==> src/common/gat_pkg.sv <==
`default_nettype none

package gat_pkg;

  // Stream and row geometry
  localparam int FEAT_W       = 8;
  localparam int NUM_FEAT_OUT = 4;
  localparam int MAX_NODES    = 8;
  localparam int NODE_IDX_W   = 4;
  localparam int IN_WORD_W    = NUM_FEAT_OUT * FEAT_W;
  localparam int OUT_FEAT_W   = 16;

  // Scoring and accumulation widths
  localparam int SCORE_W        = 20;
  localparam int WEIGHT_EXP_MAX = 7;
  localparam int WEIGHT_W       = 8;
  localparam int ACC_W          = 24;
  localparam int WSUM_W         = 12;
  localparam int LRELU_SHIFT    = 3;
  localparam int SCORE_SHIFT    = 4;

  // Attention vectors, element 0 first
  localparam logic signed [FEAT_W-1:0] A_SELF [NUM_FEAT_OUT] = '{
    8'sd3, -8'sd2, 8'sd5, 8'sd1
  };
  localparam logic signed [FEAT_W-1:0] A_NEIGH [NUM_FEAT_OUT] = '{
    8'sd2, 8'sd4, -8'sd3, 8'sd6
  };

  // Loader FSM encoding
  localparam logic [1:0] LD_HEADER = 2'd0;
  localparam logic [1:0] LD_ROWS   = 2'd1;
  localparam logic [1:0] LD_WAIT   = 2'd2;

  // Aggregator FSM encoding
  localparam logic [1:0] AG_ACC  = 2'd0;
  localparam logic [1:0] AG_LOAD = 2'd1;
  localparam logic [1:0] AG_DIV  = 2'd2;
  localparam logic [1:0] AG_OUT  = 2'd3;

  // Input word, either a subgraph header or one feature row
  typedef union packed {
    struct packed {
      logic [IN_WORD_W-NODE_IDX_W-1:0] reserved;
      logic [NODE_IDX_W-1:0]           num_nodes;
    } header;
    logic [NUM_FEAT_OUT-1:0][FEAT_W-1:0] row;
  } node_word_u;

endpackage

`default_nettype wire

==> src/source/subgraph_loader.sv <==
`timescale 1ns/10ps
`default_nettype none

module subgraph_loader (
  input  logic                           clk,
  input  logic                           rst_n,
  input  logic [gat_pkg::IN_WORD_W-1:0]  in_data_i,
  input  logic                           in_valid_i,
  output logic                           in_ready_o,
  input  logic                           agg_done_i,
  output logic                           row_valid_o,
  output logic [gat_pkg::IN_WORD_W-1:0]  row_data_o,
  output logic [gat_pkg::NODE_IDX_W-1:0] row_idx_o,
  output logic                           row_last_o
);
  import gat_pkg::*;

  logic [1:0]            state;
  logic [NODE_IDX_W-1:0] num_nodes_q;
  logic [NODE_IDX_W-1:0] row_cnt;
  node_word_u            word;
  logic                  accept;

  assign word       = in_data_i;
  assign in_ready_o = (state != LD_WAIT);
  assign accept     = in_valid_i && in_ready_o;

  // Row side is combinational so scoring starts on the accept cycle
  assign row_valid_o = accept && (state == LD_ROWS);
  assign row_data_o  = word.row;
  assign row_idx_o   = row_cnt;
  assign row_last_o  = (row_cnt == num_nodes_q - 1'b1);

  always_ff @(posedge clk or negedge rst_n) begin
    if (!rst_n) begin
      state       <= LD_HEADER;
      num_nodes_q <= '0;
      row_cnt     <= '0;
    end else begin
      case (state)
        LD_HEADER: begin
          if (accept) begin
            num_nodes_q <= word.header.num_nodes;
            row_cnt     <= '0;
            state       <= LD_ROWS;
          end
        end
        LD_ROWS: begin
          if (accept) begin
            row_cnt <= row_cnt + 1'b1;
            if (row_last_o) begin
              state <= LD_WAIT;
            end
          end
        end
        default: begin
          // Single row buffer, hold off the next subgraph
          if (agg_done_i) begin
            state <= LD_HEADER;
          end
        end
      endcase
    end
  end

endmodule

`default_nettype wire

==> src/attention/attention_score.sv <==
`timescale 1ns/10ps
`default_nettype none

module attention_score (
  input  logic                           clk,
  input  logic                           rst_n,
  input  logic                           row_valid_i,
  input  logic [gat_pkg::IN_WORD_W-1:0]  row_data_i,
  input  logic [gat_pkg::NODE_IDX_W-1:0] row_idx_i,
  input  logic                           row_last_i,
  output logic                           weight_valid_o,
  output logic [gat_pkg::WEIGHT_W-1:0]   weight_o,
  output logic [gat_pkg::NODE_IDX_W-1:0] weight_idx_o,
  output logic                           weight_last_o
);
  import gat_pkg::*;

  logic signed [SCORE_W-1:0] self_sum;
  logic signed [SCORE_W-1:0] neigh_sum;
  logic signed [SCORE_W-1:0] self_q;
  logic signed [SCORE_W-1:0] neigh_q;
  logic                      valid_q;
  logic [NODE_IDX_W-1:0]     idx_q;
  logic                      last_q;
  logic signed [SCORE_W-1:0] score;
  logic signed [SCORE_W-1:0] lrelu;
  logic signed [SCORE_W-1:0] scaled;
  logic signed [SCORE_W-1:0] w_exp;

  always_comb begin
    self_sum  = '0;
    neigh_sum = '0;
    for (int k = 0; k < NUM_FEAT_OUT; k++) begin
      self_sum  = self_sum + A_SELF[k] * $signed(row_data_i[k*FEAT_W +: FEAT_W]);
      neigh_sum = neigh_sum + A_NEIGH[k] * $signed(row_data_i[k*FEAT_W +: FEAT_W]);
    end
  end

  // Stage 1, self term is captured from the center row only
  always_ff @(posedge clk) begin
    if (row_valid_i && (row_idx_i == '0)) begin
      self_q <= self_sum;
    end
    neigh_q <= neigh_sum;
    idx_q   <= row_idx_i;
    last_q  <= row_last_i;
  end

  always_comb begin
    score = self_q + neigh_q;
    if (score < 0) begin
      lrelu = score >>> LRELU_SHIFT;
    end else begin
      lrelu = score;
    end
    scaled = lrelu >>> SCORE_SHIFT;
    if (scaled < 0) begin
      w_exp = '0;
    end else if (scaled > WEIGHT_EXP_MAX) begin
      w_exp = SCORE_W'(WEIGHT_EXP_MAX);
    end else begin
      w_exp = scaled;
    end
  end

  // Stage 2, power-of-two weight
  always_ff @(posedge clk) begin
    weight_o      <= WEIGHT_W'(1) << w_exp;
    weight_idx_o  <= idx_q;
    weight_last_o <= last_q;
  end

  always_ff @(posedge clk or negedge rst_n) begin
    if (!rst_n) begin
      valid_q        <= 1'b0;
      weight_valid_o <= 1'b0;
    end else begin
      valid_q        <= row_valid_i;
      weight_valid_o <= valid_q;
    end
  end

endmodule

`default_nettype wire

==> src/source/feature_buffer.sv <==
`timescale 1ns/10ps
`default_nettype none

module feature_buffer (
  input  logic                           clk,
  input  logic                           rst_n,
  input  logic                           wr_valid_i,
  input  logic [gat_pkg::NODE_IDX_W-1:0] wr_idx_i,
  input  logic [gat_pkg::IN_WORD_W-1:0]  wr_data_i,
  input  logic [gat_pkg::NODE_IDX_W-1:0] rd_idx_i,
  output logic [gat_pkg::IN_WORD_W-1:0]  rd_data_o
);
  import gat_pkg::*;

  logic [IN_WORD_W-1:0]             mem [MAX_NODES];
  logic [$clog2(MAX_NODES)-1:0]     wr_sel;
  logic [$clog2(MAX_NODES)-1:0]     rd_sel;

  assign wr_sel = wr_idx_i[$clog2(MAX_NODES)-1:0];
  assign rd_sel = rd_idx_i[$clog2(MAX_NODES)-1:0];

  always_ff @(posedge clk or negedge rst_n) begin
    if (!rst_n) begin
      for (int k = 0; k < MAX_NODES; k++) begin
        mem[k] <= '0;
      end
    end else if (wr_valid_i) begin
      mem[wr_sel] <= wr_data_i;
    end
  end

  // Combinational read for the aggregator
  assign rd_data_o = mem[rd_sel];

endmodule

`default_nettype wire

==> src/aggregator/aggregator.sv <==
`timescale 1ns/10ps
`default_nettype none

module aggregator (
  input  logic                                  clk,
  input  logic                                  rst_n,
  input  logic                                  weight_valid_i,
  input  logic [gat_pkg::WEIGHT_W-1:0]          weight_i,
  input  logic [gat_pkg::NODE_IDX_W-1:0]        weight_idx_i,
  input  logic                                  weight_last_i,
  output logic [gat_pkg::NODE_IDX_W-1:0]        rd_idx_o,
  input  logic [gat_pkg::IN_WORD_W-1:0]         rd_data_i,
  output logic                                  agg_done_o,
  output logic signed [gat_pkg::OUT_FEAT_W-1:0] out_feat_o,
  output logic                                  out_valid_o,
  output logic                                  out_last_o,
  input  logic                                  out_ready_i
);
  import gat_pkg::*;

  logic [1:0]                      state;
  logic [$clog2(NUM_FEAT_OUT)-1:0] elem;
  logic [$clog2(ACC_W)-1:0]        div_cnt;
  logic signed [ACC_W-1:0]         acc [NUM_FEAT_OUT];
  logic [WSUM_W-1:0]               wsum;
  logic signed [ACC_W-1:0]         acc_sel;
  logic [ACC_W-1:0]                rem;
  logic [ACC_W-1:0]                quo;
  logic                            neg_q;
  logic [ACC_W:0]                  shift_rem;
  logic [ACC_W:0]                  diff;
  logic signed [OUT_FEAT_W-1:0]    quo_mag;

  assign rd_idx_o = weight_idx_i;
  assign acc_sel  = acc[elem];

  // One restoring step, divisor is the weight sum
  assign shift_rem = {rem, quo[ACC_W-1]};
  assign diff      = shift_rem - {{(ACC_W + 1 - WSUM_W){1'b0}}, wsum};

  assign quo_mag     = quo[OUT_FEAT_W-1:0];
  assign out_feat_o  = neg_q ? -quo_mag : quo_mag;
  assign out_valid_o = (state == AG_OUT);
  assign out_last_o  = out_valid_o && (elem == NUM_FEAT_OUT - 1);
  assign agg_done_o  = out_last_o && out_ready_i;

  always_ff @(posedge clk or negedge rst_n) begin
    if (!rst_n) begin
      state   <= AG_ACC;
      elem    <= '0;
      div_cnt <= '0;
      wsum    <= '0;
      for (int k = 0; k < NUM_FEAT_OUT; k++) begin
        acc[k] <= '0;
      end
    end else begin
      case (state)
        AG_ACC: begin
          if (weight_valid_i) begin
            for (int k = 0; k < NUM_FEAT_OUT; k++) begin
              acc[k] <= acc[k] + $signed({1'b0, weight_i})
                        * $signed(rd_data_i[k*FEAT_W +: FEAT_W]);
            end
            wsum <= wsum + WSUM_W'(weight_i);
            if (weight_last_i) begin
              state <= AG_LOAD;
            end
          end
        end
        AG_LOAD: begin
          div_cnt <= '0;
          state   <= AG_DIV;
        end
        AG_DIV: begin
          div_cnt <= div_cnt + 1'b1;
          if (div_cnt == ($clog2(ACC_W))'(ACC_W - 1)) begin
            state <= AG_OUT;
          end
        end
        default: begin
          if (out_ready_i) begin
            if (out_last_o) begin
              state <= AG_ACC;
              elem  <= '0;
              wsum  <= '0;
              for (int k = 0; k < NUM_FEAT_OUT; k++) begin
                acc[k] <= '0;
              end
            end else begin
              elem  <= elem + 1'b1;
              state <= AG_LOAD;
            end
          end
        end
      endcase
    end
  end

  // Divider datapath, magnitude in and sign kept aside
  always_ff @(posedge clk) begin
    if (state == AG_LOAD) begin
      rem   <= '0;
      quo   <= acc_sel[ACC_W-1] ? -acc_sel : acc_sel;
      neg_q <= acc_sel[ACC_W-1];
    end else if (state == AG_DIV) begin
      rem <= diff[ACC_W] ? shift_rem[ACC_W-1:0] : diff[ACC_W-1:0];
      quo <= {quo[ACC_W-2:0], ~diff[ACC_W]};
    end
  end

endmodule

`default_nettype wire

==> src/source/gat_top.sv <==
`timescale 1ns/10ps
`default_nettype none

module gat_top (
  input  logic                                  clk,
  input  logic                                  rst_n,
  input  logic [gat_pkg::IN_WORD_W-1:0]         in_data_i,
  input  logic                                  in_valid_i,
  output logic                                  in_ready_o,
  output logic signed [gat_pkg::OUT_FEAT_W-1:0] out_feat_o,
  output logic                                  out_valid_o,
  output logic                                  out_last_o,
  input  logic                                  out_ready_i
);
  import gat_pkg::*;

  logic                   row_valid;
  logic [IN_WORD_W-1:0]   row_data;
  logic [NODE_IDX_W-1:0]  row_idx;
  logic                   row_last;
  logic                   weight_valid;
  logic [WEIGHT_W-1:0]    weight;
  logic [NODE_IDX_W-1:0]  weight_idx;
  logic                   weight_last;
  logic [NODE_IDX_W-1:0]  rd_idx;
  logic [IN_WORD_W-1:0]   rd_data;
  logic                   agg_done;

  subgraph_loader u_loader (
    .clk         (clk),
    .rst_n       (rst_n),
    .in_data_i   (in_data_i),
    .in_valid_i  (in_valid_i),
    .in_ready_o  (in_ready_o),
    .agg_done_i  (agg_done),
    .row_valid_o (row_valid),
    .row_data_o  (row_data),
    .row_idx_o   (row_idx),
    .row_last_o  (row_last)
  );

  attention_score u_score (
    .clk            (clk),
    .rst_n          (rst_n),
    .row_valid_i    (row_valid),
    .row_data_i     (row_data),
    .row_idx_i      (row_idx),
    .row_last_i     (row_last),
    .weight_valid_o (weight_valid),
    .weight_o       (weight),
    .weight_idx_o   (weight_idx),
    .weight_last_o  (weight_last)
  );

  // Rows land here in parallel with scoring
  feature_buffer u_buffer (
    .clk        (clk),
    .rst_n      (rst_n),
    .wr_valid_i (row_valid),
    .wr_idx_i   (row_idx),
    .wr_data_i  (row_data),
    .rd_idx_i   (rd_idx),
    .rd_data_o  (rd_data)
  );

  aggregator u_aggregator (
    .clk            (clk),
    .rst_n          (rst_n),
    .weight_valid_i (weight_valid),
    .weight_i       (weight),
    .weight_idx_i   (weight_idx),
    .weight_last_i  (weight_last),
    .rd_idx_o       (rd_idx),
    .rd_data_i      (rd_data),
    .agg_done_o     (agg_done),
    .out_feat_o     (out_feat_o),
    .out_valid_o    (out_valid_o),
    .out_last_o     (out_last_o),
    .out_ready_i    (out_ready_i)
  );

endmodule

`default_nettype wire

==> config.mk <==
export PLATFORM = sky130hd
export DESIGN_NAME = gat_top
export DESIGN_NICKNAME = d
export VERILOG_FILES = /design/src/common/gat_pkg.sv /design/src/source/subgraph_loader.sv /design/src/attention/attention_score.sv /design/src/source/feature_buffer.sv /design/src/aggregator/aggregator.sv /design/src/source/gat_top.sv
export SDC_FILE = /design/constraint.sdc
export NUM_CORES = 2
export LEC_CHECK = 0
export ABC_AREA = 1
export BUFFER_PORTS_ARGS = -buffer_cell sky130_fd_sc_hd__buf_2
export CORE_MARGIN = 4
export CORE_UTILIZATION = 59
export DETAILED_ROUTE_END_ITERATION = 7
export PLACE_DENSITY = 0.8
export SLEW_MARGIN = 30
export SYNTH_ARGS = -nofsm -noshare
export SYNTH_HDL_FRONTEND = slang
export SYNTH_SLANG_ARGS = --single-unit
==> constraint.sdc <==
create_clock -name clk -period 6.1 [get_ports clk]
set_input_delay 0.61 -clock clk [delete_from_list [all_inputs] [get_ports clk]]
set_output_delay 0.61 -clock clk [all_outputs]
set_load 0.02 [all_outputs]
==> results.txt <==
largest net degree at the start of global routing: 129
total number of vias: 38,700
Hold Crit Start: in_data_i[16]
Hold WS: 249 ps
DIE AREA: 0.0746 sq mm
DP Wirelength: 88,400 um
Root Driver: clkbuf_16
ant diodes: 0
Final period util: 106%
post-route setup slack: -392 ps
element type at the critical path end: register
Num CTS Buffers: 55
Clock Pin Slew Worst Setup and Hold Paths: 70 ps
routed wire length: 126,000 um
max-cap viol count: 0
Main synth FF type: dfrtp_1
H-tree levels: 2
Design Area, Final: 0.0499 sq mm
Ports: 55
measured slew at the worst slew-check pin: 796 ps
Tmin final: 6490 ps
Synth top area share: 23.2%
Die X: 273 um
slowest cell on the critical path: fa_1
register area share after synthesis: 29.4%
Initial Util: 60.0%
# setup viols final: 46
Mapped Avg Cell Area: 7.68 sq um
RSZ-0062 raised after global routing: true
vias per cell: 5.74
placed inst area: 0.0451 sq mm
Die Ht: 273 um
Distinct cells, synth: 67
commonest non-fill, non-tap cells in the layout: 845 x nand2_1, 837 x inv_1, 470 x nor2_1
Yosys reg bits: 490
initial antenna violation count: 1
area growth from synthesis to layout: 20.2%
drt drc: 0
final-stage net count: 6,432
Synth Net Count: 6,065
WHS Endpoint: u_score.neigh_q[0]
vias in the first global route: 37,600
port bufs: 54
Setup WS pre-CTS: -552 ps
Worst path max stage delay: 530 ps
commonest non-fill, non-tap cell in the layout: nand2_1
Clock Path Buffers: 3
Clk Latency, worst-skew pair: 680 ps
routed len/inst: 18.7 um
Hold Fails Final Rpt: 0
Hold Path Depth: 1
CTS tree: built
worst r2r src: u_score.weight_idx_o[0]
Peak Freq: 0.154 GHz
status: finished with violations
routability cong.: 0.943
Routed Antenna Nets: 0
overall routing resource usage: 31.8%
number of DRC markers in iteration 0: 3,607
Hold WC Path Type: in2reg
R2R depth: 33
grt ovf: 0
drt first pass iters: 6
Post-synth EDFFs: 45
largest cells by area after synthesis: dfrtp_1 23%, ha_1 13%, fa_1 10%, nand2_1 8.3%, inv_1 8.1%
failing checks: setup timing
most numerous cell on the critical path: fa_1
Worst Path Arrival: 6970 ps
Post-Syn Area: 0.0415 sq mm
critical path type: reg2reg
YS warnings: 0
critical-path maximum fanout: 7
synthesized instance count: 5,400
setup slack, reg-to-reg: -390 ps
Rows: 96
clk_skew: 72.5 ps
core area: 0.0692 sq mm
# clock sinks: 490
critical path required time: 6580 ps
asr flop ratio synth: 78.6%
Final Max Tran Viols: 0
fin util: 72.1%
startpoint types: register
worst r2r dst: u_aggregator.acc[40]
area leader, netlist: dfrtp_1
Slew Limit Headroom: 46.6%
first-pass GRT wire length: 192,000 um
share of layout cells above drive strength 1: 18.4%
-- final cells by class --
class	count	area (sq um)
clock buffer	77	1540
sequential	490	12200
timing repair buffer	492	3990
clock inverter	27	353
tap	931	1160
inverter	902	3410
fill	5114	19300
multi-input combinational	3826	27200
-- through the flow --
| step | setup TNS [ps] | std cells |
|---|---|---|
| after floorplan | -52.5 | 5400 |
| after global placement | -6690 | 6568 |
| after detailed placement | -10960 | 6568 |
| after CTS | -5830 | 6687 |
| after global routing | -26980 | 6745 |
| final | -10660 | 6745 |
-- flip-flops by register name, indices dropped and copies added (netlist names), 5 cells and up --
name / count
u_aggregator.acc: 96
u_aggregator.div_cnt: 5
u_aggregator.quo: 24
u_aggregator.rem: 24
u_aggregator.wsum: 12
u_buffer.mem: 256
u_score.neigh_q: 20
u_score.self_q: 20
u_score.weight_o: 8
-- worst max-delay path, delay by kind of cell, from the launching register on --
kind / cells / cell delay (ps)
simple gates: 9 / 1030
xor+xnor: 1 / 150
fa+ha+maj: 6 / 2610
flops: 1 / 400
compound gates: 8 / 1170
buf+inv: 9 / 930
-- synth_stat cells (4+ instances only) --
library cell	count
a21o_1	21
nor4_1	10
o21bai_1	24
a22oi_2	8
nand2_2	14
o211ai_1	46
xor2_1	107
nor2_1	512
dfrtp_1	385
a211oi_1	5
a32o_1	9
nand2_1	915
o31ai_1	4
o22ai_1	40
nor2_2	17
a31oi_1	4
xnor2_1	68
dfxtp_1	60
o21ai_0	503
nor3b_1	4
nand3_1	172
nor3_1	33
edfxtp_1	45
inv_1	891
or2_2	11
a21oi_1	539
clkbuf_1	123
or2_1	5
nand3b_1	5
a22oi_1	7
nand4_1	37
buf_2	28
buf_4	7
inv_2	9
buf_1	14
buf_6	7
ha_1	419
o21a_1	6
o21ai_2	6
fa_1	210
o21ai_1	32
-- repair_timing --
action | 4_1_cts | 5_1_grt
setup buffers | 12 | 57
gates resized for setup | 126 | 513
hold endpoints to repair | 56 | 0
pin swaps | 31 | 178
hold buffers | 1 | 0
setup endpoints to repair | 47 | 63
gates cloned | 2 | 4
-- metal layers --
metal / track usage (%) / part of all wire (%) / vias up
li1: - / - / 18200
met1: 38.3 / 38 / 18300
met2: 54.2 / 48 / 1723
met3: 4.01 / 7.2 / 489
met4: 20.0 / 7.5 / 2
met5: 0 / 0.0087 / -
-- how the worst max path moves through the flow --
stage	start	endpoint	slack [ps]
2_1_floorplan	u_score.weight_idx_o[0]	u_aggregator.acc[21]	-50
3_3_place_gp	u_score.weight_idx_o[1]	u_aggregator.acc[94]	-410
3_5_place_dp	u_score.weight_idx_o[1]	u_aggregator.acc[94]	-550
4_1_cts	u_score.weight_idx_o[0]	u_aggregator.acc[47]	-320
5_1_grt	u_score.weight_idx_o[0]	u_aggregator.acc[45]	-730
6_report	u_score.weight_idx_o[0]	u_aggregator.acc[40]	-390
-- cell families after synthesis --
kind of cell	synth area share [%]
AO/OA/AOI/OAI	16.7
adder cells (fa/ha/maj)	22.8
AND/OR/NAND/NOR	17.4
XOR/XNOR	3.69
flip-flops	29.4
buffers and inverters	10.2
Power is not shown: default switching activity piles up to over one toggle a cycle in this logic, so the estimate is an artifact.
